<file path="src/rtl/dcasic_pkg.sv">
package dcasic_pkg;

    // Configuration bus
    typedef logic [31:0] cfg_addr_t;
    typedef logic [31:0] cfg_data_t;
    typedef logic [2:0]  slv_id_t;     // Top address bits

    localparam slv_id_t IMEM_ID = 3'd0;  // 0x0000_0000
    localparam slv_id_t DSP_ID  = 3'd1;  // 0x2000_0000
    localparam slv_id_t CAM_ID  = 3'd2;  // 0x4000_0000

    // Display command window at 0x2100_0000
    localparam int DSP_TX_SEL_BIT = 24;

    localparam int IMEM_AW = 8;        // 256 words

    // Camera registers, word offsets
    localparam int CAM_REG_AW = 2;
    localparam logic [CAM_REG_AW-1:0] CAM_CTRL_OFS = 2'd0;
    localparam logic [CAM_REG_AW-1:0] CAM_FCNT_OFS = 2'd1;
    localparam logic [CAM_REG_AW-1:0] CAM_STAT_OFS = 2'd2;

    typedef logic [7:0] dbi_byte_t;

    typedef struct packed {
        dbi_byte_t hi;
        dbi_byte_t lo;
    } pixel_bytes_t;

    // RGB565
    typedef struct packed {
        logic [4:0] r;
        logic [5:0] g;
        logic [4:0] b;
    } pixel_rgb_t;

    typedef union packed {
        pixel_bytes_t bytes;
        pixel_rgb_t   rgb;
    } pixel_u;

    localparam int PIX_FIFO_DEPTH = 16;
    localparam int PIX_PTR_W      = $clog2(PIX_FIFO_DEPTH);
    typedef logic [PIX_PTR_W:0] pix_cnt_t;  // 0 to DEPTH

endpackage
</file>
<file path="src/rtl/pixel_fifo.sv">
`timescale 1ns/1ps
module pixel_fifo (
    input  logic               sys_clk,
    input  logic               reset_i,
    input  logic               push_i,
    input  dcasic_pkg::pixel_u push_pix_i,
    input  logic               pop_i,
    output dcasic_pkg::pixel_u pop_pix_o,
    output logic               empty_o,
    output logic               overflow_o
);
    import dcasic_pkg::*;

    pixel_u               mem [PIX_FIFO_DEPTH];
    logic [PIX_PTR_W-1:0] wr_ptr;
    logic [PIX_PTR_W-1:0] rd_ptr;
    pix_cnt_t             count;
    logic                 full;
    logic                 push_ok;

    assign empty_o   = (count == '0);
    assign full      = (count == pix_cnt_t'(PIX_FIFO_DEPTH));
    assign push_ok   = push_i && !full;
    assign pop_pix_o = mem[rd_ptr];    // Show-ahead

    always_ff @(posedge sys_clk) begin
        if (reset_i) begin
            wr_ptr     <= '0;
            rd_ptr     <= '0;
            count      <= '0;
            overflow_o <= 1'b0;
        end else begin
            overflow_o <= push_i && full;   // Pixel lost
            if (push_ok) wr_ptr <= wr_ptr + 1'b1;
            if (pop_i)   rd_ptr <= rd_ptr + 1'b1;
            count <= count + pix_cnt_t'(push_ok) - pix_cnt_t'(pop_i);
        end
    end

    always_ff @(posedge sys_clk) begin
        if (push_ok) mem[wr_ptr] <= push_pix_i;
    end

    assert property (@(posedge sys_clk) disable iff (reset_i) pop_i |-> !empty_o);

endmodule

</file>
<file path="config.mk">
export PLATFORM = sky130hd
export DESIGN_NAME = pixel_fifo
export DESIGN_NICKNAME = d
export VERILOG_FILES = /design/src/rtl/dcasic_pkg.sv /design/src/rtl/pixel_fifo.sv
export SDC_FILE = /design/constraint.sdc
export NUM_CORES = 1
export LEC_CHECK = 0
export ABC_AREA = 1
export BUFFER_PORTS_ARGS = -buffer_cell sky130_fd_sc_hd__buf_2
export CORE_MARGIN = 4
export CORE_UTILIZATION = 60
export DETAILED_ROUTE_END_ITERATION = 10
export PLACE_DENSITY = 0.8
export SLEW_MARGIN = 20
export SYNTH_ARGS = -nofsm -noshare
export SYNTH_HDL_FRONTEND = slang
export SYNTH_SLANG_ARGS = --single-unit
</file>
<file path="constraint.sdc">
create_clock -name sys_clk -period 4.1 [get_ports sys_clk]
set_input_delay 0.41 -clock sys_clk [delete_from_list [all_inputs] [get_ports sys_clk]]
set_output_delay 0.41 -clock sys_clk [all_outputs]
set_load 0.02 [all_outputs]
</file>
==> results of run 1 <==
## cell type report
cell class	instances	area, µm²
clock inverter	8	41.3
multi-input combinational	619	2760
clock buffer	36	729
timing repair buffer	48	280
inverter	216	812
fill	1398	6460
tap	265	332
sequential	274	8050
## power groups by stage
stage,Sequential [mW],Clock [mW],Combinational [mW]
finish,3.21,2.20,0.772
global route,3.21,2.33,0.851
CTS,3.21,2.21,0.768
detailed placement,3.27,0,0.756
global placement,3.26,0,0.726
floorplan,3.25,0,0.500
## how the worst max path moves through the flow
| stage | start | endpoint | cells after the start |
|---|---|---|---|
| after floorplan | count[2]$_SDFF_PP0_ | mem[0][0]$_DFFE_PP_ | 7 |
| after global placement | flop | pop_pix_o[0] | 8 |
| after detailed placement | flop | pop_pix_o[4] | 8 |
| after CTS | flop | pop_pix_o[3] | 8 |
| after global routing | flop | pop_pix_o[3] | 8 |
| final | flop | pop_pix_o[3] | 8 |
## flip-flops by register name, summed over array words and instances, names as in the netlist, named ones only
name	count
overflow_o	1
count	5
wr_ptr	4
mem	256
rd_ptr	4
## Yosys cell counts
cell type / n / area (µm²)
inv_2: 2 / 7.51
a21oi_1: 8 / 40.0
nand2_1: 361 / 1360
o21ai_0: 4 / 20.0
xor2_1: 3 / 26.3
ha_1: 11 / 138
nand4_1: 1 / 6.26
nand3_1: 194 / 971
dfxtp_1: 18 / 360
buf_2: 21 / 105
edfxtp_1: 256 / 7690
fa_1: 1 / 20.0
nor2_1: 36 / 135
buf_6: 3 / 33.8
buf_4: 16 / 120
clkbuf_1: 10 / 37.5
inv_1: 214 / 803
buf_1: 1 / 3.75
## cell families after synthesis
logic type / share of synthesized area [%]
xor+xnor: 0.221
buf+inv: 9.36
compound gates: 0.506
fa+ha+maj: 1.33
flops: 67.8
simple gates: 20.8
## worst register-to-register path, stage by stage, from the launching register on
cell and delay (ps):
dfxtp_1 340, inv_1 70, ha_1 220, nand3_1 130, nand2_1 150, inv_1 200
nand2_1 270, nor2_2 890
## layer usage
layer	GRT usage, %	wire length (µm)	part of all wire [%]	vias to the layer above
met5	0	0	0	-
met2	40.8	13200	46	541
met4	9.84	1180	4.1	0
li1	-	-	-	3766
met3	6.00	3510	12	76
met1	36.8	11000	38	3780
## metrics by stage
step           instance area [µm²]  total power, mW  worst slack, ps
2_1_floorplan                11900             3.75             1970
6_report                     13000             6.18              901
3_3_place_gp                 12200             3.99             1520
3_5_place_dp                 12200             4.02             1470
4_1_cts                      13000             6.19              897
5_1_grt                      13000             6.40              754
==> key figures, run 1 <==
Layout
  – Most frequent cells in the layout: 361 x nand2_1, 256 x edfxtp_1, 214 x inv_1, 194 x nand3_1, 37 x buf_2
  – Final core utilization: 66.8%
  – Final Non-Filler Cells: 1466
  – Share of cells above drive strength 1: 8.49%
  – Nets: 1217
  – Most common cell after layout, fill and taps aside: nand2_1
  – Inserted Diodes: 0
  – P&R area growth vs syn: 9.55%

Synthesis
  – Synth cell types: 18
  – Yosys warning count: 0
  – Seq cells post-synth: 274
  – Post-synthesis sequential area ratio: 67.8%
  – Syn avg cell area: 10.2 µm²
  – Synth Cell Area: 0.0119 mm²
  – Cells after Synth: 1160
  – Syn Nets: 1192

Die
  – Standard-cell rows: 51
  – DIE AREA: 0.0221 mm²
  – I/O Pins: 38
  – Die Span Y: 149 µm
  – Die boundary width: 149 µm
  – Core area: 0.0195 mm²
  – Starting density of the core: 61.0%

Global route
  – GRT Total Usage: 26.3%
  – Initial antenna violation count: 0
  – First-pass GRT wire length: 44.1 mm
  – Number of global-route vias before repair: 7724
  – Grt ovf: 0
  – Pin count of the biggest net entering global routing: 65

STA
  – Worst hold slack: 135 ps
  – Setup violators final: 0
  – Least-Margin Pin Slew: 1140 ps
  – Final Hold Fails: 0
  – Clock Skew: 9.97 ps
  – Fin crit period: 3200 ps
  – Unrepaired setup endpoints after global routing: false
  – Period utilization: 78.0%
  – Slew HR: 23.8%
  – Sum of negative setup slack: 0 ps
  – Fmax: 313 MHz
  – Slew Limit Fails: 0

Worst setup path
  – Crit path top cell by count: nand3_1
  – RR Startpoint: count[2]$_SDFF_PP0_
  – WP buf/inv: 3
  – Crit Path Category: flop to output pin
  – Required @ worst endpoint: 3690 ps
  – Critical path endpoint category: output pin
  – CP max stage cell: dfxtp_4
  – Delay-heaviest family, CP: buffers and inverters
  – Reg2reg setup slack: 1430 ps
  – CP Launch Type: flop
  – CP Max Fanout: 32
  – Reg2reg end: mem[13][5]$_DFFE_PP_
  – Reg2Reg Depth: 7
  – Critical Path Max Stage Delay: 510 ps
  – Critical Path, Cell by Cell: clkinv_2 > buf_4 > nand2_1 > nand3_1 > nand3_1 > nand3_1 > nand2_1 > buf_2
  – Worst EP arrival: 2790 ps

Worst hold path
  – Hold path endpoint: count[1]$_SDFF_PP0_
  – WHS Path Cells: 2
  – Worst hold path class: primary input to flop
  – HP Start: reset_i

CTS
  – Post-CTS Hold Buffers: 0
  – CTS tree: done
  – CTS sink cnt: 274
  – TritonCTS buffer count: 26
  – CTS H-tree lvls: 1
  – Post-CTS setup buffers: 0
  – Root buf cell: clkbuf_16
  – Post-cts sizing count: 0
  – Clk pin slew, worst setup/hold paths: 60 ps
  – Clock Tree Buf Depth: 3
  – Clk_lat worst skew: 530 ps

Placed design
  – Dpl hpwl: 17.7 mm
  – DP Cell Count: 1422
  – Port Buffers: 37
  – GP Congestion: 0.889

Power and ir drop
  – Power per Cell Area: 475 mW/mm²
  – Combinational share of power: 12.5%
  – Internal power: 4.61 mW
  – Peak supply drop: 0.000350 V
  – Clk network pwr share: 35.6%
  – Switching Fraction: 25.4%
  – Psw: 1.57 mW
  – Lkg Pwr: 5.57 nW
  – Flop pwr share: 51.9%

Routing
  – Post-DRT Antenna Nets: 0
  – Pre-Repair DR Iteration Count: 6
  – DRT Wirelength: 28.9 mm
  – Initial DRC Count: 1386
  – Total number of vias: 8163
  – Post-route DRC: 0
  – Vias per cell: 5.57
  – Routed length per instance: 19.7 µm

Outcome
  – Status: finished clean

Run
  – Max-cap violation count: 0
(Power assumes the default switching activity.)
==> run 2, diff against run 1 <==
--- a/config.mk
+++ b/config.mk
@@ -8,9 +8,9 @@
 export ABC_AREA = 1
 export BUFFER_PORTS_ARGS = -buffer_cell sky130_fd_sc_hd__buf_2
 export CORE_MARGIN = 4
-export CORE_UTILIZATION = 60
+export CORE_UTILIZATION = 56
 export DETAILED_ROUTE_END_ITERATION = 10
-export PLACE_DENSITY = 0.8
+export PLACE_DENSITY = 0.79
 export SLEW_MARGIN = 20
 export SYNTH_ARGS = -nofsm -noshare
 export SYNTH_HDL_FRONTEND = slang
==> constraint.sdc (replaced) <==
create_clock -name sys_clk -period 2.6 [get_ports sys_clk]
set_input_delay 0.26 -clock sys_clk [delete_from_list [all_inputs] [get_ports sys_clk]]
set_output_delay 0.26 -clock sys_clk [all_outputs]
set_load 0.02 [all_outputs]
==> key figures, run 2 (synthesis gave the netlist of run 1 again) <==
Layout
  – Fillcell total: 1581 (+13%)
  – Most common cell after layout, fill and taps aside: nand2_1
  – Final Non-Filler Cells: 1498 (+2.2%)
  – Footprint of the multi-input gates: 0.00275 mm² (-0.18%)
  – Max reg flops: 256 (unchanged)
  – Share of cells above drive strength 1: 10.3% (+1.8 points)
  – P&R area growth vs syn: 12.0%
  – Final core utilization: 64.7% (-2.1 points)
  – Most frequent cells in the layout: 361 x nand2_1, 256 x edfxtp_1, 214 x inv_1, 194 x nand3_1, 37 x buf_2
  – Storage cell area: 0.00805 mm² (unchanged)
  – Register bank with the most flops: mem
  – Nets: 1238 (+1.7%)
  – Final instance area: 0.0133 mm² (+2.3%)
  – Biggest regs: mem: 256 flops, count: 5 flops

Routing
  – Post-DRT Antenna Nets: 0 (unchanged)
  – Pre-Repair DR Iteration Count: 5 (-1)
  – Vias per cell: 5.31 (-4.6%)
  – DRT Wirelength: 26.3 mm (-8.9%)
  – Post-route DRC: 0 (unchanged)
  – Total number of vias: 7954 (-2.6%)
  – Initial DRC Count: 860 (-38%)
  – Routed length per instance: 17.6 µm (-11%)

Outcome
  – Status: finished clean

Die
  – DIE AREA: 0.0236 mm² (+6.7%)
  – Die Span Y: 154 µm (+3.3%)
  – I/O Pins: 38 (unchanged)
  – Core area: 0.0206 mm² (+5.6%)
  – Die boundary width: 154 µm (+3.3%)
  – Standard-cell rows: 52 (+2.0%)
  – Starting density of the core: 57.7% (-3.3 points)

Run
  – Max-cap violation count: 0 (unchanged)

Power and ir drop
  – Power per Cell Area: 749 mW/mm² (+57%)
  – Lkg Pwr: 5.75 nW (+3.2%)
  – Peak supply drop: 0.000664 V (+90%)

STA
  – Setup violators final: 0 (unchanged)
  – Sum of negative setup slack: 0 ps (unchanged)
  – Fmax: 402 MHz
  – Slew HR: 41.2% (+17 points)
  – Slew Limit Fails: 0 (unchanged)
  – Least-Margin Pin Slew: 881 ps (-261 ps)
  – Clock Skew: 13.5 ps (+3.55 ps)
  – Final Hold Fails: 0 (unchanged)
  – Period utilization: 95.8%
  – Unrepaired setup endpoints after global routing: false
  – Fin crit period: 2490 ps

CTS
  – CTS sink cnt: 274 (unchanged)
  – TritonCTS buffer count: 27 (+3.8%)
  – Clk_lat worst skew: 530 ps (about the same)
  – Clock Tree Buf Depth: 3 (unchanged)
  – CTS H-tree lvls: 1 (unchanged)
  – Clk pin slew, worst setup/hold paths: 60 ps (about the same)
  – CTS tree: done
  – Root buf cell: clkbuf_16

Global route
  – Pin count of the biggest net entering global routing: 129 (+98%)
  – First-pass GRT wire length: 41.4 mm (-6.2%)
  – Initial antenna violation count: 1 (+1)
  – GRT Total Usage: 22.2% (-4.1 points)
  – Number of global-route vias before repair: 7932 (+2.7%)
  – Grt ovf: 0 (unchanged)

Placed design
  – DP Area: 0.0124 mm² (+1.4%)
  – GP Congestion: 0.801 (-9.9%)
  – Port Buffers: 37 (unchanged)
  – DP Cell Count: 1445 (+1.6%)
  – Dpl hpwl: 14.8 mm (-16%)

Worst hold path
  – Worst hold path class: primary input to flop
  – WHS Path Cells: 2 (unchanged)
  – HP Start: pop_i

Worst setup path
  – CP Max Fanout: 23 (-28%)
  – Reg2reg end: count[4]$_SDFF_PP0_
  – CP Launch Type: flop
  – Crit Path Category: flop to output pin
  – Critical path endpoint category: output pin
  – Reg2reg setup slack: 260 ps (-1170 ps)
  – Worst EP arrival: 2230 ps (-560 ps)
  – RR Startpoint: count[2]$_SDFF_PP0_
  – Reg2Reg Depth: 16 (+9)
  – Required @ worst endpoint: 2340 ps (-1350 ps)
==> run 2: cell count changes in the layout (fill, tap and decap cells not counted), sizes merged <==
cell	before	now
clkinv	7	5
buf	48	66
dlygate4sd3	0	2
clkinvlp	2	0
clkbuf	36	43
diode	0	1
bufinv	0	1
inv	215	217
==> run 2: how the worst max path moves through the flow <==
| stage | end | cells past startpoint | slack (ps) | start |
|---|---|---|---|---|
| final | pop_pix_o[9] | 6 | 110 | flop |
| after global routing | pop_pix_o[8] | 9 | 2 | flop |
| after CTS | pop_pix_o[15] | 8 | 30 | flop |
| after detailed placement | count[4]$_SDFF_PP0_ | 16 | 290 | count[2]$_SDFF_PP0_ |
| after global placement | count[4]$_SDFF_PP0_ | 15 | 380 | count[3]$_SDFF_PP0_ |
| after floorplan | mem[0][0]$_DFFE_PP_ | 7 | 470 | count[2]$_SDFF_PP0_ |
==> run 2: report_power, final <==
| group | switching (mW) | internal, mW |
|---|---|---|
| logic | 0.792 | 0.363 |
| clock network | 1.55 | 2.19 |
| registers | 0.0716 | 4.98 |
| total | 2.42 | 7.54 |
==> run 2: area by class of cell <==
class                   count  area share, %
diodes                      1         0.0188
clock buffers              43           5.98
clock inverters             7          0.480
inverters                 216           6.12
multi-input cells         619           20.7
flip-flops and latches    274           60.6
well taps                 270           2.54
repair buffers             68           3.60
==> run 2: timing repair <==
| action | in CTS | in global routing |
|---|---|---|
| resized for setup | 0 | 4 |
| hold buffers | 2 | 0 |
| setup endpoints to repair | 0 | 8 |
| setup buffers | 0 | 0 |
| hold endpoints to repair | 5 | 0 |
==> run 2: worst max-delay path, stage by stage, from the launching register on <==
cell	delay, ps
dfxtp_2	630
buf_4	400
nand3_1	120
nand3_1	100
nand3_1	100
nand2_1	150
buf_2	190
==> run 2: through the flow <==
stage / power, mW / hold slack [ps] / worst slack, ps
2_1_floorplan: 5.92 / 327 / 470
3_3_place_gp: 6.25 / 471 / 380
3_5_place_dp: 6.29 / 484 / 286
4_1_cts: 9.99 / 4.51 / 33.5
5_1_grt: 10.3 / 28.5 / 2.12
6_report: 9.95 / 37.3 / 109
==> run 2: per-layer routing <==
layer	global-route usage [%]	vias up	part of all wire, %	wire length (µm)
met5	0	-	0.076	20
met4	8.33	2	3.7	968
met3	3.37	71	7.8	2060
met2	39.0	304	50	13100
met1	28.0	3759	38	10100
li1	-	3818	-	-
==> run 3, diff against run 2 <==
--- a/config.mk
+++ b/config.mk
@@ -8,9 +8,10 @@
 export ABC_AREA = 1
 export BUFFER_PORTS_ARGS = -buffer_cell sky130_fd_sc_hd__buf_2
 export CORE_MARGIN = 4
-export CORE_UTILIZATION = 56
+export CORE_UTILIZATION = 58
+export CTS_BUF_LIST = sky130_fd_sc_hd__clkbuf_2
 export DETAILED_ROUTE_END_ITERATION = 10
-export PLACE_DENSITY = 0.79
+export PLACE_DENSITY = 0.81
 export SLEW_MARGIN = 20
 export SYNTH_ARGS = -nofsm -noshare
 export SYNTH_HDL_FRONTEND = slang
==> key figures, run 3 (synthesis gave the netlist of run 1 again) <==
Layout
  – Fillcell total: 1411 (-11%)
  – Final core utilization: 68.5% (+3.8 points)
  – Most common cell after layout, fill and taps aside: nand2_1
  – Nets: 1317 (+6.4%)
  – Share of cells above drive strength 1: 17.1% (+6.8 points)
  – Biggest regs: mem: 256 flops, count: 5 flops
  – Register bank with the most flops: mem
  – Storage cell area: 0.00805 mm² (unchanged)
  – Footprint of the multi-input gates: 0.00282 mm² (+2.4%)
  – P&R area growth vs syn: 16.4%
  – Max reg flops: 256 (unchanged)
  – Final instance area: 0.0138 mm² (+3.9%)
  – Most frequent cells in the layout: 355 x nand2_1, 256 x edfxtp_1, 214 x inv_1, 184 x nand3_1, 98 x clkbuf_2
  – Final Non-Filler Cells: 1596 (+6.5%)

STA
  – Setup violators final: 0 (unchanged)
  – Unrepaired setup endpoints after global routing: true
  – Final Hold Fails: 0 (unchanged)
  – Slew Limit Fails: 0 (unchanged)
  – Least-Margin Pin Slew: 824 ps (-57.1 ps)
  – Fin crit period: 2580 ps (+93.1 ps)
  – Period utilization: 99.4% (+3.6 points)
  – Worst hold slack: 227 ps (+190 ps)
  – Slew HR: 45.0% (+3.8 points)
  – Clock Skew: 87.1 ps (+73.6 ps)
  – Fmax: 387 MHz (-3.6%)

Power and ir drop
  – Internal power: 6.78 mW (-10%)
  – Combinational share of power: 15.0% (+3.4 points)
  – Psw: 2.63 mW (+9.0%)
  – Flop pwr share: 53.6% (+2.8 points)
  – Peak supply drop: 0.000351 V (-47%)
  – Switching Fraction: 28.0% (+3.7 points)
  – Clk network pwr share: 31.4% (-6.2 points)
  – Lkg Pwr: 6.12 nW (+6.4%)
  – Power per Cell Area: 681 mW/mm² (-9.0%)

Worst setup path
  – Setup crit end: pop_pix_o[15]
  – Reg2Reg Depth: 16 (unchanged)
  – Worst EP arrival: 2320 ps (+90 ps)
  – Critical Path Max Stage Delay: 470 ps (-160 ps)
  – Critical path endpoint category: output pin
  – Crit path top cell by count: nand3_1
  – CP Max Fanout: 8 (-65%)
  – Crit Path Category: flop to output pin
  – CP Launch Type: flop
  – CP max stage cell: dfxtp_4
  – Reg2reg setup slack: 270 ps (about the same)
  – Reg2reg end: count[4]$_SDFF_PP0_
  – Required @ worst endpoint: 2340 ps (about the same)
  – RR Startpoint: count[2]$_SDFF_PP0_
  – Critical Path, Cell by Cell: buf_12 > clkbuf_16 > nand2_1 > nand3_1 > nand3_1 > nand3_1 > nand2_1 > buf_4

Die
  – Die boundary width: 151 µm (-1.6%)
  – Core area: 0.0202 mm² (-1.9%)
  – DIE AREA: 0.0228 mm² (-3.3%)
  – Die Span Y: 151 µm (-1.6%)
  – Starting density of the core: 58.9% (+1.1 points)
  – I/O Pins: 38 (unchanged)
  – Standard-cell rows: 52 (unchanged)

Routing
  – Pre-Repair DR Iteration Count: 5 (unchanged)
  – DRT Wirelength: 31.2 mm (+19%)
  – Post-DRT Antenna Nets: 0 (unchanged)
  – Total number of vias: 8814 (+11%)
  – Vias per cell: 5.52 (+4.0%)
  – Routed length per instance: 19.5 µm (+11%)
  – Initial DRC Count: 1062 (+23%)
  – Post-route DRC: 0 (unchanged)

Outcome
  – Status: finished clean

Worst hold path
  – WHS Path Cells: 3 (+1)
  – Worst hold path class: primary input to flop

Global route
  – Initial antenna violation count: 2 (+1)
  – Pin count of the biggest net entering global routing: 65 (-50%)
  – First-pass GRT wire length: 45.2 mm (+9.3%)
  – Grt ovf: 0 (unchanged)
  – Number of global-route vias before repair: 8649 (+9.0%)
  – GRT Total Usage: 26.5% (+4.3 points)

Placed design
  – Dpl hpwl: 15.4 mm (+4.0%)
  – DP Area: 0.0125 mm² (+0.55%)
  – Port Buffers: 37 (unchanged)
  – DP Cell Count: 1449 (+0.28%)
  – GP Congestion: 0.800 (-0.12%)

Run
  – Max-cap violation count: 0 (unchanged)

CTS
  – CTS sink cnt: 274 (unchanged)
  – Clk_lat worst skew: 850 ps (+320 ps)
  – Root buf cell: clkbuf_2
  – CTS tree: done
  – CTS H-tree lvls: 3 (+2)
  – TritonCTS buffer count: 68 (+150%)
  – Clock Tree Buf Depth: 3 (unchanged)
  – Clk pin slew, worst setup/hold paths: 90 ps (+30 ps)
==> run 3: cell type report <==
| type | count | area share [%] |
|---|---|---|
| Clock inverter | 11 | 0.933 |
| Tap cell | 270 | 2.45 |
| Clock buffer | 98 | 3.55 |
| Inverter | 216 | 6.01 |
| Antenna cell | 2 | 0.0362 |
| Sequential cell | 274 | 58.3 |
| Timing Repair Buffer | 106 | 8.33 |
| Multi-Input combinational cell | 619 | 20.4 |
==> run 3: critical path, delay by kind of cell (launching register included) <==
family	cells	cell delay, ps
flops	1	470
simple gates	5	480
buf+inv	3	550
==> run 3: worst min path at each step <==
stage                     slack, ps                   start                      to
after detailed placement        480  rd_ptr[2]$_SDFFE_PP0P_  rd_ptr[2]$_SDFFE_PP0P_
after CTS                       160                 reset_i  wr_ptr[2]$_SDFFE_PP0P_
final                           230                 reset_i  wr_ptr[2]$_SDFFE_PP0P_
after global placement          480  rd_ptr[0]$_SDFFE_PP0P_                    flop
after global routing            200                 reset_i  wr_ptr[2]$_SDFFE_PP0P_
after floorplan                 330                 reset_i     count[1]$_SDFF_PP0_
==> run 3: what timing repair did <==
| action | CTS | global route |
|---|---|---|
| gates resized for setup | 18 | 35 |
| buffers inserted | 4 | 0 |
| hold endpoints to repair | 274 | 0 |
| hold buffers | 20 | 0 |
| gates cloned | 5 | 8 |
| setup endpoints to repair | 16 | 16 |
| pin swaps | 0 | 10 |
==> run 3: metrics by stage <==
stage | power [mW] | setup WS [ps] | TNS, ps
after floorplan | 5.92 | 470 | 0
after global placement | 6.26 | 401 | 0
after detailed placement | 6.31 | 319 | 0
after CTS | 9.31 | 6.71 | 0
after global routing | 9.84 | -70.7 | -529
final | 9.41 | 16.2 | 0
==> run 3: layer usage <==
metal,up-vias,track usage [%],wire length (µm)
met5,-,0,0
met4,0,15.7,1790
met3,135,5.09,3470
met2,589,43.7,15100
met1,4073,32.7,10800
li1,4017,-,-
==> run 3: power groups by stage <==
stage / registers, mW / clock network (mW) / logic, mW
after detailed placement: 5.14 / 0 / 1.17
after floorplan: 5.13 / 0 / 0.789
after global placement: 5.13 / 0 / 1.13
after global routing: 5.06 / 3.23 / 1.55
final: 5.04 / 2.95 / 1.41
after CTS: 5.04 / 2.98 / 1.29
