## src/rtl/dcasic_pkg.sv

```systemverilog
package dcasic_pkg;

    // Configuration bus
    typedef logic [31:0] cfg_addr_t;
    typedef logic [31:0] cfg_data_t;
    typedef logic [2:0]  slv_id_t;     // Top address bits

    localparam slv_id_t IMEM_ID = 3'd0;  // 0x0000_0000
    localparam slv_id_t DSP_ID  = 3'd1;  // 0x2000_0000
    localparam slv_id_t CAM_ID  = 3'd2;  // 0x4000_0000

    // Display command window at 0x2100_0000
    localparam int DSP_TX_SEL_BIT = 24;

    localparam int IMEM_AW = 8;        // 256 words

    // Camera registers, word offsets
    localparam int CAM_REG_AW = 2;
    localparam logic [CAM_REG_AW-1:0] CAM_CTRL_OFS = 2'd0;
    localparam logic [CAM_REG_AW-1:0] CAM_FCNT_OFS = 2'd1;
    localparam logic [CAM_REG_AW-1:0] CAM_STAT_OFS = 2'd2;

    typedef logic [7:0] dbi_byte_t;

    typedef struct packed {
        dbi_byte_t hi;
        dbi_byte_t lo;
    } pixel_bytes_t;

    // RGB565
    typedef struct packed {
        logic [4:0] r;
        logic [5:0] g;
        logic [4:0] b;
    } pixel_rgb_t;

    typedef union packed {
        pixel_bytes_t bytes;
        pixel_rgb_t   rgb;
    } pixel_u;

    localparam int PIX_FIFO_DEPTH = 16;
    localparam int PIX_PTR_W      = $clog2(PIX_FIFO_DEPTH);
    typedef logic [PIX_PTR_W:0] pix_cnt_t;  // 0 to DEPTH

endpackage
```

## src/rtl/dbi_tx.sv

```systemverilog
`timescale 1ns/1ps
module dbi_tx (
    input  logic                  sys_clk,
    input  logic                  reset_i,
    input  logic                  wr_i,
    input  logic                  rd_i,
    input  dcasic_pkg::cfg_addr_t addr_i,
    input  dcasic_pkg::cfg_data_t wdata_i,
    input  logic                  fifo_empty_i,
    input  dcasic_pkg::pixel_u    pix_i,
    output dcasic_pkg::cfg_data_t rdata_o,
    output logic                  pop_o,
    output logic                  dbi_dcx_o,
    output logic                  dbi_csx_o,
    output logic                  dbi_resx_o,
    output logic                  dbi_wrx_o,
    output dcasic_pkg::dbi_byte_t dbi_d_o
);
    import dcasic_pkg::*;

    typedef enum logic [1:0] {
        ST_IDLE,
        ST_STROBE,   // wrx low
        ST_LATCH     // wrx high, display samples
    } tx_state_e;

    tx_state_e state;
    logic      stream_en;
    logic      cmd_pending;
    dbi_byte_t cmd_q;
    dbi_byte_t pix_lo_q;
    logic      second_q;
    logic      can_start;
    logic      take_cmd;
    logic      take_pix;

    // Next byte may start when nothing is left of the current item
    assign can_start = (state == ST_IDLE) || (state == ST_LATCH && !second_q);
    assign take_cmd  = can_start && cmd_pending;
    assign take_pix  = can_start && !cmd_pending && stream_en && dbi_resx_o && !fifo_empty_i;
    assign pop_o     = take_pix;

    always_ff @(posedge sys_clk) begin
        if (reset_i) begin
            dbi_resx_o  <= 1'b0;   // Display held in reset
            stream_en   <= 1'b0;
            cmd_pending <= 1'b0;
            state       <= ST_IDLE;
            second_q    <= 1'b0;
            dbi_csx_o   <= 1'b1;
            dbi_wrx_o   <= 1'b1;
            dbi_dcx_o   <= 1'b1;
            dbi_d_o     <= '0;
        end else begin
            if (wr_i && !addr_i[DSP_TX_SEL_BIT]) begin
                {stream_en, dbi_resx_o} <= wdata_i[1:0];
            end
            if (wr_i && addr_i[DSP_TX_SEL_BIT] && !cmd_pending) begin
                cmd_q       <= wdata_i[7:0];
                cmd_pending <= 1'b1;
            end else if (take_cmd) begin
                cmd_pending <= 1'b0;
            end

            if (take_cmd) begin
                dbi_dcx_o <= 1'b0;
                dbi_d_o   <= cmd_q;
                dbi_csx_o <= 1'b0;
                dbi_wrx_o <= 1'b0;
                state     <= ST_STROBE;
            end else if (take_pix) begin
                dbi_dcx_o <= 1'b1;
                dbi_d_o   <= pix_i.bytes.hi;   // High byte first
                pix_lo_q  <= pix_i.bytes.lo;
                second_q  <= 1'b1;
                dbi_csx_o <= 1'b0;
                dbi_wrx_o <= 1'b0;
                state     <= ST_STROBE;
            end else begin
                case (state)
                    ST_STROBE: begin
                        dbi_wrx_o <= 1'b1;
                        state     <= ST_LATCH;
                    end
                    ST_LATCH: begin
                        if (second_q) begin
                            dbi_d_o   <= pix_lo_q;
                            dbi_wrx_o <= 1'b0;
                            second_q  <= 1'b0;
                            state     <= ST_STROBE;
                        end else begin
                            dbi_csx_o <= 1'b1;
                            state     <= ST_IDLE;
                        end
                    end
                    default: ;
                endcase
            end
        end
    end

    always_ff @(posedge sys_clk) begin
        if (rd_i) rdata_o <= cfg_data_t'({cmd_pending, stream_en, dbi_resx_o});
    end

    // Write strobe only inside a chip select
    assert property (@(posedge sys_clk) disable iff (reset_i) !dbi_wrx_o |-> !dbi_csx_o);

endmodule

```

## config.mk

```make
export PLATFORM = sky130hd
export DESIGN_NAME = dbi_tx
export DESIGN_NICKNAME = d
export VERILOG_FILES = /design/src/rtl/dcasic_pkg.sv /design/src/rtl/dbi_tx.sv
export SDC_FILE = /design/constraint.sdc
export NUM_CORES = 1
export LEC_CHECK = 0
export CORE_ASPECT_RATIO = 0.6
export CORE_MARGIN = 2
export CORE_UTILIZATION = 30
export DETAILED_ROUTE_END_ITERATION = 6
export DONT_BUFFER_PORTS = 1
export PLACE_DENSITY = 0.48
export SLEW_MARGIN = 20
export SYNTH_ARGS = -nofsm -noshare
export SYNTH_HDL_FRONTEND = slang
export SYNTH_SLANG_ARGS = --single-unit
```

## constraint.sdc

```tcl
create_clock -name sys_clk -period 2.6 [get_ports sys_clk]
set_input_delay 0.26 -clock sys_clk [delete_from_list [all_inputs] [get_ports sys_clk]]
set_output_delay 0.26 -clock sys_clk [all_outputs]
set_load 0.1 [all_outputs]
```

==> results.json, run 1 <==
{
  "die_w_um": 101,
  "fmax_ghz": 0.446,
  "antennaDiodeCount": 0,
  "area_delta_synth_final_pct": 6.49,
  "internal-power_mw": 1.06,
  "fillers": 548,
  "cp.required_ps": 2340,
  "status": "finished, final reports clean",
  "wl_met1_um": 1610,
  "cap_violations": 0,
  "critPathKind": "reg2out",
  "wl_met3_um": 316,
  "drive_gt1_frac": 0.156,
  "io_buffers": 0,
  "grt_pass1_vias": 967,
  "finalMaxSlewViolations": 0,
  "via_per_inst": 4.57,
  "row_count": 21,
  "p_sw_mw": 0.763,
  "final_nets": 240,
  "crit_fanout": 9,
  "cts.repair.resized": 0,
  "post-route-period-util": 0.863,
  "hold_violations": 0,
  "cts_buffers": 5,
  "pwr-share-seq": 0.435,
  "antenna_found_initial": 0,
  "synthCells": 145,
  "drtIter0Drc": 39,
  "grt.overflow.total": 0,
  "setup_violations": 0,
  "globalplace.congestion": 0.729,
  "comb_power_share": 0.299,
  "drc": 0,
  "fin_tns_setup_ps": 0,
  "hold_buffers": 0,
  "worst_pin_slew_ps": 999,
  "worstSkewPairLatency_ps": 280,
  "yosys_warnings": 0,
  "top_layer": "met4",
  "fin_crit_ps": 2240,
  "seq_area_frac_synth": 0.537,
  "critical_path_arrival_ps": 1980,
  "grt_usage": 0.112,
  "slew-limit-headroom": 0.333,
  "cts_tree": "built",
  "core_area_sq_um": 5520,
  "clockBufferDepth": 2,
  "powerDensity_nw_per_um2": 1010,
  "syn_area_sq_um": 1700,
  "synth-seq-cells": 36,
  "skew_ps": 7.68,
  "fin_area_sq_um": 1810,
  "max-vdd-ir-drop_v": 0.000243,
  "detail-route-antenna-nets": 0,
  "p_sw_frac": 0.418,
  "min_path_type": "in2reg",
  "dieArea_sq_um": 6290,
  "place_area_sq_um": 1690,
  "root_buffer": "clkbuf_8",
  "grt_pass1_wl_um": 5240,
  "first_pass_iters": 4,
  "start_util": 0.307,
  "start_kind": "flop",
  "avgSynthCellArea_sq_um": 11.7,
  "vias": 1019,
  "fp.dieH_um": 62.3,
  "post_cts_buffers": 0,
  "hpwl_um": 2630,
  "end_kind": "output pin",
  "clock_sinks": 36,
  "clk_pin_slew_worst_paths_ps": 80,
  "grt_max_degree": 17,
  "ioPinCount": 130,
  "ys_types": 35,
  "p_clk_frac": 0.266,
  "dr_wl_met2_um": 1470,
  "leakagePower_nw": 0.660,
  "wl_um": 3450,
  "wl_per_cell_um": 15.5,
  "rsz0062_at_grt": "no",
  "htreeDepth": 2
}
metal layers:
metal	vias to the layer above	global-route usage
met3	7	0.0450
li1	484	-
met4	0	0.0439
met2	58	0.147
met1	470	0.160
met5	-	0
cells by family (layout without fill, tap and decap cells):
| kind of cell | after synthesis | in the layout | share of synthesized area |
|---|---|---|---|
| AO/OA/AOI/OAI | 39 | 39 | 0.190 |
| multiplexers | 2 | 2 | 0.0118 |
| adder cells (fa/ha/maj) | 2 | 2 | 0.0147 |
| buffers and inverters | 38 | 19 | 0.164 |
| flip-flops | 36 | 36 | 0.537 |
| other | 1 | 29 | 0.00221 |
| AND/OR/NAND/NOR | 27 | 27 | 0.0804 |
worst paths after layout:
path                          startpoint                 endpoint  slack, ps  cells after the start
hold reg to reg   dbi_csx_o$_SDFFE_PP1P_   dbi_csx_o$_SDFFE_PP1P_        510                      2
setup / recovery   state[0]$_SDFFE_PP0P_                    pop_o        360                      7
hold / removal                   reset_i    second_q$_SDFFE_PP0P_         30                      1
setup reg to reg   state[0]$_SDFFE_PP0P_  dbi_d_o[6]$_SDFFE_PP0P_        670                      7
state kept, by name, summed over array words and instances, names as in the netlist, 2 cells and up:
name,cells
rdata_o,3
cmd_q,8
pix_lo_q,8
state,2
dbi_d_o,8
cells in the final DEF, fill, tap and decap left out, types with 2 or more instances in the layout:
master,netlist,final
a21oi_1,5,5
o31ai_1,7,7
o21ai_2,2,2
edfxtp_1,19,19
mux2i_1,2,2
ha_1,2,2
conb_1,1,29
nor2_1,9,9
a21o_1,2,2
o2bb2ai_1,7,7
o22ai_1,8,8
o21bai_1,2,2
nand2_1,8,8
clkbuf_8,1,5
nor2b_1,2,2
dfxtp_1,17,17
inv_1,3,3
nand2b_1,2,2
buf_4,29,6
synth_stat cells (all sizes together):
| library cell | n | area [sq um] |
|---|---|---|
| conb | 1 | 3.75 |
| nor3 | 1 | 5.00 |
| nand3b | 1 | 7.51 |
| inv | 4 | 15.0 |
| nand2b | 2 | 12.5 |
| o21bai | 2 | 15.0 |
| a221oi | 1 | 8.76 |
| mux2i | 2 | 20.0 |
| nor2 | 9 | 33.8 |
| a311oi | 1 | 26.3 |
| and3b | 1 | 8.76 |
| and2b | 1 | 8.76 |
| o22ai | 8 | 50.1 |
| nor3b | 1 | 12.5 |
| ha | 2 | 25.0 |
| nand3 | 1 | 5.00 |
| dfxtp | 17 | 340 |
| a2111oi | 1 | 15.0 |
| o21ai | 4 | 27.5 |
| nor2b | 2 | 12.5 |
| clkbuf | 2 | 17.5 |
| nand2 | 8 | 30.0 |
| a21oi | 5 | 25.0 |
| o31ai | 7 | 52.6 |
| o2bb2ai | 7 | 61.3 |
| buf | 32 | 245 |
| edfxtp | 19 | 571 |
| a2bb2oi | 1 | 26.3 |
| a21o | 2 | 15.0 |
power by group through the flow:
stage                     clock network [mW]  logic (mW)  registers [mW]
final                                  0.485       0.546           0.795
after CTS                              0.500       0.547           0.794
after global routing                   0.525       0.580           0.800
after global placement                     0       0.537           0.805
after floorplan                            0       0.503           0.848
after detailed placement                   0       0.545           0.807
area by class of cell:
| type | count | area (sq um) | share of cell area |
|---|---|---|---|
| Clock buffer | 5 | 68.8 | 0.0381 |
| Multi-Input combinational cell | 99 | 618 | 0.342 |
| Inverter | 4 | 15.0 | 0.00831 |
| Tap cell | 69 | 86.3 | 0.0478 |
| Clock inverter | 3 | 42.5 | 0.0235 |
| Sequential cell | 36 | 911 | 0.504 |
| Timing Repair Buffer | 7 | 65.1 | 0.0360 |
worst max-delay path: stages, from the launching register on:
cell	delay, ps
dfxtp_1	330
inv_1	60
ha_1	280
nor2b_1	190
o21ai_2	380
nand2b_1	210
inv_1	90
buf_12	170
metrics by stage:
stage	total power [mW]	worst slack [ps]	hold WS, ps	cells	util
4_1_cts	1.84	353	21.4	223	0.327
5_1_grt	1.90	155	21.8	223	0.327
2_1_floorplan	1.35	143	339	173	-
3_3_place_gp	1.34	709	331	215	0.306
6_report	1.83	356	32.2	223	0.327
3_5_place_dp	1.35	680	337	215	0.306
(Power assumes the default switching activity.)
==> run 2, diff against run 1 <==
--- a/config.mk
+++ b/config.mk
@@ -5,6 +5,7 @@
 export SDC_FILE = /design/constraint.sdc
 export NUM_CORES = 1
 export LEC_CHECK = 0
+export ABC_AREA = 1
 export CORE_ASPECT_RATIO = 0.6
 export CORE_MARGIN = 2
 export CORE_UTILIZATION = 30
==> run 2 against run 1 <==
Against the previous run: non-clock buffer count is 8 higher; register-to-register slack worse by 80 ps; critical endpoint unchanged; die area is 7.7% higher; utilization is 0.53 points higher; clock skew hardly changed; final area is 11% higher; flip-flop and latch count stayed put; critical path depth stayed put.
==> results.json, run 2 <==
{
  "globalplace.congestion": 0.787,
  "total_power_mw": 1.80,
  "fin_tns_setup_ps": 0,
  "place_area_sq_um": 1900,
  "clock_sinks": 36,
  "avgSynthCellArea_sq_um": 8.61,
  "fmax_ghz": 0.455,
  "slew-limit-headroom": 0.412,
  "grt_max_degree": 23,
  "synth_top_cells_by_count": "41 x nand2_1, 36 x inv_1, 29 x buf_4",
  "status": "finished, final reports clean",
  "synthCells": 213,
  "worstPathCellList": "inv_1 > ha_1 > nand2_2 > nand2_4 > nand2_2 > inv_1 > buf_4",
  "yosys_warnings": 0,
  "synth-seq-cells": 36,
  "ys.flop_type": "edfxtp_1",
  "first_pass_iters": 4,
  "drtIter0Drc": 64,
  "critical_path.reg2reg.startpoint": "state[0]$_SDFFE_PP0P_",
  "synth.most_common_cell": "nand2_1",
  "critPathSlowestCell": "dfxtp_1",
  "grt_pass1_vias": 1153,
  "yosysTopAreaCell": "edfxtp_1",
  "vias": 1294,
  "root_buffer": "clkbuf_8",
  "start_kind": "flop",
  "clockBufferDepth": 2,
  "io_buffers": 0,
  "post-route-period-util": 0.845,
  "post_cts_buffers": 0,
  "ys_types": 23,
  "layout_common_cells": "41 x nand2_1, 36 x inv_1, 29 x conb_1, 19 x edfxtp_1, 16 x dfxtp_1",
  "synthTopCellsByArea": "edfxtp_1 31%, dfxtp_1 19%, buf_4 12%",
  "antenna_found_initial": 1,
  "regArea_sq_um": 912,
  "finalMaxSlewViolations": 0,
  "max-vdd-ir-drop_v": 0.000246,
  "fin_util": 0.333,
  "drive_gt1_frac": 0.122,
  "whs_ps": 29.8,
  "cp.required_ps": 2340,
  "critical_path_arrival_ps": 1940,
  "fin_crit_ps": 2200,
  "hold_buffers": 0,
  "multi_input_area_sq_um": 632,
  "htreeDepth": 2,
  "syn_area_sq_um": 1830,
  "post-place-ws_ps": 619,
  "wl_um": 3770,
  "stdcell_count": 315,
  "layout_commonest_cell": "nand2_1",
  "leakagePower_nw": 0.956,
  "fp.dieH_um": 64.6,
  "grt_usage": 0.118,
  "worstSkewPairLatency_ps": 290,
  "fillers": 648,
  "grt_pass1_wl_um": 5950,
  "via_per_inst": 4.11,
  "hold_violations": 0,
  "core_area_sq_um": 6000,
  "dieArea_sq_um": 6780,
  "end_kind": "output pin",
  "powerDensity_nw_per_um2": 903,
  "crit_path_start": "state[0]$_SDFFE_PP0P_",
  "ioPinCount": 130,
  "grt.overflow.total": 0,
  "clk_pin_slew_worst_paths_ps": 70,
  "hpwl_um": 2750,
  "fin_ws_ps": 404,
  "hp-start": "reset_i",
  "synth_enable_flop_cells": 19,
  "final_nets": 316,
  "skew_ps": 7.21,
  "path_delay_family": "simple AND/OR/NAND/NOR gates",
  "area_delta_synth_final_pct": 8.87,
  "worst_pin_slew_ps": 884,
  "cap_violations": 0,
  "fin_area_sq_um": 2000,
  "drc": 0,
  "detail-route-antenna-nets": 0,
  "start_util": 0.306,
  "cts_buffers": 5,
  "critPathKind": "reg2out",
  "min_path_type": "in2reg",
  "reg_top3": "cmd_q x8, dbi_d_o x8, pix_lo_q x8",
  "slowest_delay_ps": 300,
  "wl_per_cell_um": 12.0,
  "yosysTopAreaCellShare": 0.311,
  "row_count": 22,
  "crit_fanout": 22,
  "seq_area_frac_synth": 0.497,
  "cts.repair.resized": 0,
  "async_reset_ff_frac": 0,
  "setup_violations": 0,
  "cts_tree": "built",
  "rsz0062_at_grt": "no",
  "die_w_um": 105,
  "dpl.cell_count": 306,
  "path_buf_inv": 3
}
-- run 2: cell types whose count changed after synthesis, moves of 5 or more --
cell,before,now
o31ai_1,7,0
a21oi_1,5,10
nand4_1,0,8
nand2_1,8,41
nand3b_1,1,8
inv_1,3,36
o22ai_1,8,0
o2bb2ai_1,7,0
nand3_1,1,10
o21ai_0,1,9
-- run 2: where the power goes --
group,switching [mW],leakage (nW),internal (mW)
Combinational,0.581,0.595,0.118
Sequential,0.0440,0.316,0.648
Clock,0.199,0.0459,0.212
-- run 2: path summary, 6_finish.rpt --
path	slack, ps	end	cells after the start
worst max-delay path	400	pop_o	7
worst min-delay path	30	second_q$_SDFFE_PP0P_	1
worst max register to register	590	dbi_d_o[0]$_SDFFE_PP0P_	10
worst min register to register	460	rdata_o[1]$_DFFE_PP_	0
-- run 2: area by class of cell --
class | count | share of cell area
well taps | 84 | 0.0526
flip-flops and latches | 36 | 0.457
diodes | 1 | 0.00125
clock buffers | 7 | 0.0432
clock inverters | 1 | 0.00188
inverters | 38 | 0.0714
multi-input cells | 133 | 0.316
repair buffers | 15 | 0.0564
-- run 2: routing by layer --
metal / global-route usage / wire (um) / vias up
met1: 0.153 / 1810 / 587
met3: 0.0805 / 400 / 6
li1: - / - / 651
met5: 0 / 0 / -
met4: 0.0350 / 38 / 0
met2: 0.156 / 1520 / 50
-- run 2: logic make-up after synthesis --
family	share of synthesized area
other cells	0.00204
flops	0.497
buf+inv	0.216
fa+ha+maj	0.0136
compound gates	0.0559
simple gates	0.216
==> run 3, diff against run 2 <==
--- a/config.mk
+++ b/config.mk
@@ -5,13 +5,13 @@
 export SDC_FILE = /design/constraint.sdc
 export NUM_CORES = 1
 export LEC_CHECK = 0
-export ABC_AREA = 1
+export ABC_AREA = 0
 export CORE_ASPECT_RATIO = 0.6
 export CORE_MARGIN = 2
 export CORE_UTILIZATION = 30
 export DETAILED_ROUTE_END_ITERATION = 6
 export DONT_BUFFER_PORTS = 1
-export PLACE_DENSITY = 0.48
+export PLACE_DENSITY = 0.49
 export SLEW_MARGIN = 20
 export SYNTH_ARGS = -nofsm -noshare
 export SYNTH_HDL_FRONTEND = slang
==> constraint.sdc (replaced) <==
create_clock -name sys_clk -period 1.9 [get_ports sys_clk]
set_input_delay 0.19 -clock sys_clk [delete_from_list [all_inputs] [get_ports sys_clk]]
set_output_delay 0.19 -clock sys_clk [all_outputs]
set_load 0.1 [all_outputs]
==> run 3 against run 2 <==
Against the previous run: the run now ends with hold timing left; setup slack worse by 290 ps; utilization is 6.0 points higher; final cell count decreased by 17%; clock-buffer cell count fell by 2; combinational power up 53%; non-clock buffer count is 32 higher; critical endpoint unchanged; wire length shrank 3.0%; first-iteration DRC count decreased by 27%; global-route usage is 0.13 points higher.
==> results.json, run 3 (synthesis results as in run 1) <==
{
  "status": "finished with violations",
  "violations": "hold timing",
  "antenna_found_initial": 0,
  "htreeDepth": 2,
  "finalMaxSlewViolations": 0,
  "vias": 1184,
  "setup_violations": 0,
  "antennaDiodeCount": 0,
  "grt_pass1_wl_um": 5770,
  "cp.required_ps": 1710,
  "root_buffer": "clkbuf_8",
  "grt_max_degree": 14,
  "whs_ps": -0.989,
  "dpl.cell_count": 233,
  "cap_violations": 0,
  "cts_buffers": 5,
  "wl_met3_um": 216,
  "rsz0062_at_grt": "no",
  "critPathSlowestCell": "dfxtp_2",
  "fin_ws_ps": 112,
  "grt.overflow.total": 0,
  "post-route-period-util": 0.941,
  "fillers": 543,
  "reg_top3": "cmd_q x8, dbi_d_o x8, pix_lo_q x8",
  "critical_path_arrival_ps": 1600,
  "globalplace.congestion": 0.782,
  "layout_common_cells": "29 x conb_1, 27 x buf_4, 19 x edfxtp_1, 18 x dlygate4sd3_1, 15 x dfxtp_1",
  "row_count": 21,
  "start_util": 0.307,
  "powerDensity_nw_per_um2": 1170,
  "slowest_delay_ps": 320,
  "hpwl_um": 2660,
  "io_buffers": 0,
  "wl_per_cell_um": 13.9,
  "hold_violations": 1,
  "fin_crit_ps": 1790,
  "grt_pass1_vias": 1169,
  "wl_met1_um": 1720,
  "drtIter0Drc": 47,
  "total_power_mw": 2.52,
  "detail-route-antenna-nets": 0,
  "min_path_cells": 1,
  "fmax_ghz": 0.559,
  "dieArea_sq_um": 6290,
  "leakagePower_nw": 0.834,
  "min_path_type": "in2reg",
  "drive_gt1_frac": 0.268,
  "max-vdd-ir-drop_v": 0.000341,
  "clk_pin_slew_worst_paths_ps": 80,
  "cts_tree": "built",
  "fp.dieH_um": 62.3,
  "stdcell_count": 263,
  "area_delta_synth_final_pct": 27.6,
  "grt_usage": 0.120,
  "die_w_um": 101,
  "worstSkewPairLatency_ps": 290,
  "wl_um": 3660,
  "final_nets": 280,
  "crit_fanout": 3,
  "first_pass_iters": 4,
  "clock_sinks": 36,
  "core_area_sq_um": 5520,
  "post-place-ws_ps": 91.1,
  "via_per_inst": 4.50,
  "path_delay_family": "simple AND/OR/NAND/NOR gates",
  "clockBufferDepth": 2,
  "ioPinCount": 130,
  "crit_cells": 7,
  "r2r_cells": 9,
  "start_kind": "flop",
  "layout_commonest_cell": "conb_1",
  "worstPathCellList": "inv_1 > ha_2 > nor2b_2 > o21ai_2 > nand2b_4 > clkinvlp_4 > buf_12",
  "end_kind": "output pin",
  "skew_ps": 5.25,
  "top_layer": "met4",
  "drc": 0,
  "dr_wl_met2_um": 1670,
  "critPathKind": "reg2out",
  "path_buf_inv": 3
}
[run 3: cell count changes in the layout (fill, tap and decap cells not counted), moves of 3 or more]
cell and delta:
nand2_1 -33, o31ai_1 +7, nand3_1 -9, nand2_2 -3
o21ai_0 -8, o22ai_1 +8, a21oi_1 -5, clkinvlp_4 +3
o2bb2ai_1 +7, buf_4 +12, nand4_1 -8, nand3b_1 -7
inv_1 -34, dlygate4sd3_1 +18
[run 3: path summary, 6_finish.rpt]
| kind | slack, ps | endpoint | from |
|---|---|---|---|
| worst min-delay path | -1 | dbi_csx_o$_SDFFE_PP1P_ | reset_i |
| worst max-delay path | 110 | pop_o | state[0]$_SDFFE_PP0P_ |
| worst max register to register | 170 | dbi_d_o[3]$_SDFFE_PP0P_ | state[0]$_SDFFE_PP0P_ |
| worst min register to register | 500 | dbi_csx_o$_SDFFE_PP1P_ | dbi_csx_o$_SDFFE_PP1P_ |
[run 3: timing repair]
item	CTS	global route
cloned	0	0
resized for setup	2	3
hold buffers	17	1
buffers inserted	0	4
endpoints found under the hold margin	24	3
pin swaps	0	1
setup endpoints to repair	1	8
[run 3: area by class of cell]
cell class,count,area (sq um),area share
clock buffer,5,68.8,0.0318
clock inverter,3,23.8,0.0110
inverter,4,18.8,0.00867
multi-input combinational,99,628,0.290
sequential,36,916,0.423
tap,69,86.3,0.0399
timing repair buffer,47,423,0.195
[run 3: layer usage]
layer	GRT usage	vias to the layer above
met2	0.190	49
met4	0.0355	0
met5	0	-
met3	0.0360	6
met1	0.157	566
li1	-	563
[run 3: worst register-to-register path, stage by stage, from the launching register on]
cell	delay (ps)
dfxtp_2	320
inv_1	50
ha_2	180
nor2b_2	170
buf_4	160
a2bb2oi_4	150
buf_4	160
nor3b_2	160
buf_4	180
o2bb2ai_1	120
[run 3: per-stage QoR]
stage	utilization	TNS [ps]	hold slack [ps]	instance area, sq um
5_1_grt	0.392	0	0.526	2160
3_5_place_dp	0.332	0	265	1830
4_1_cts	0.382	0	0.997	2110
3_3_place_gp	0.332	0	256	1830
2_1_floorplan	-	-784	269	1810
6_report	0.392	0	-0.989	2160
[run 3: report_power, final]
group / total, mW / switching [mW] / internal, mW / leakage [nW]
registers: 0.910 / 0.0309 / 0.879 / 0.316
logic: 1.07 / 0.768 / 0.298 / 0.477
clock network: 0.548 / 0.288 / 0.259 / 0.0404
total: 2.52 / 1.09 / 1.44 / 0.834
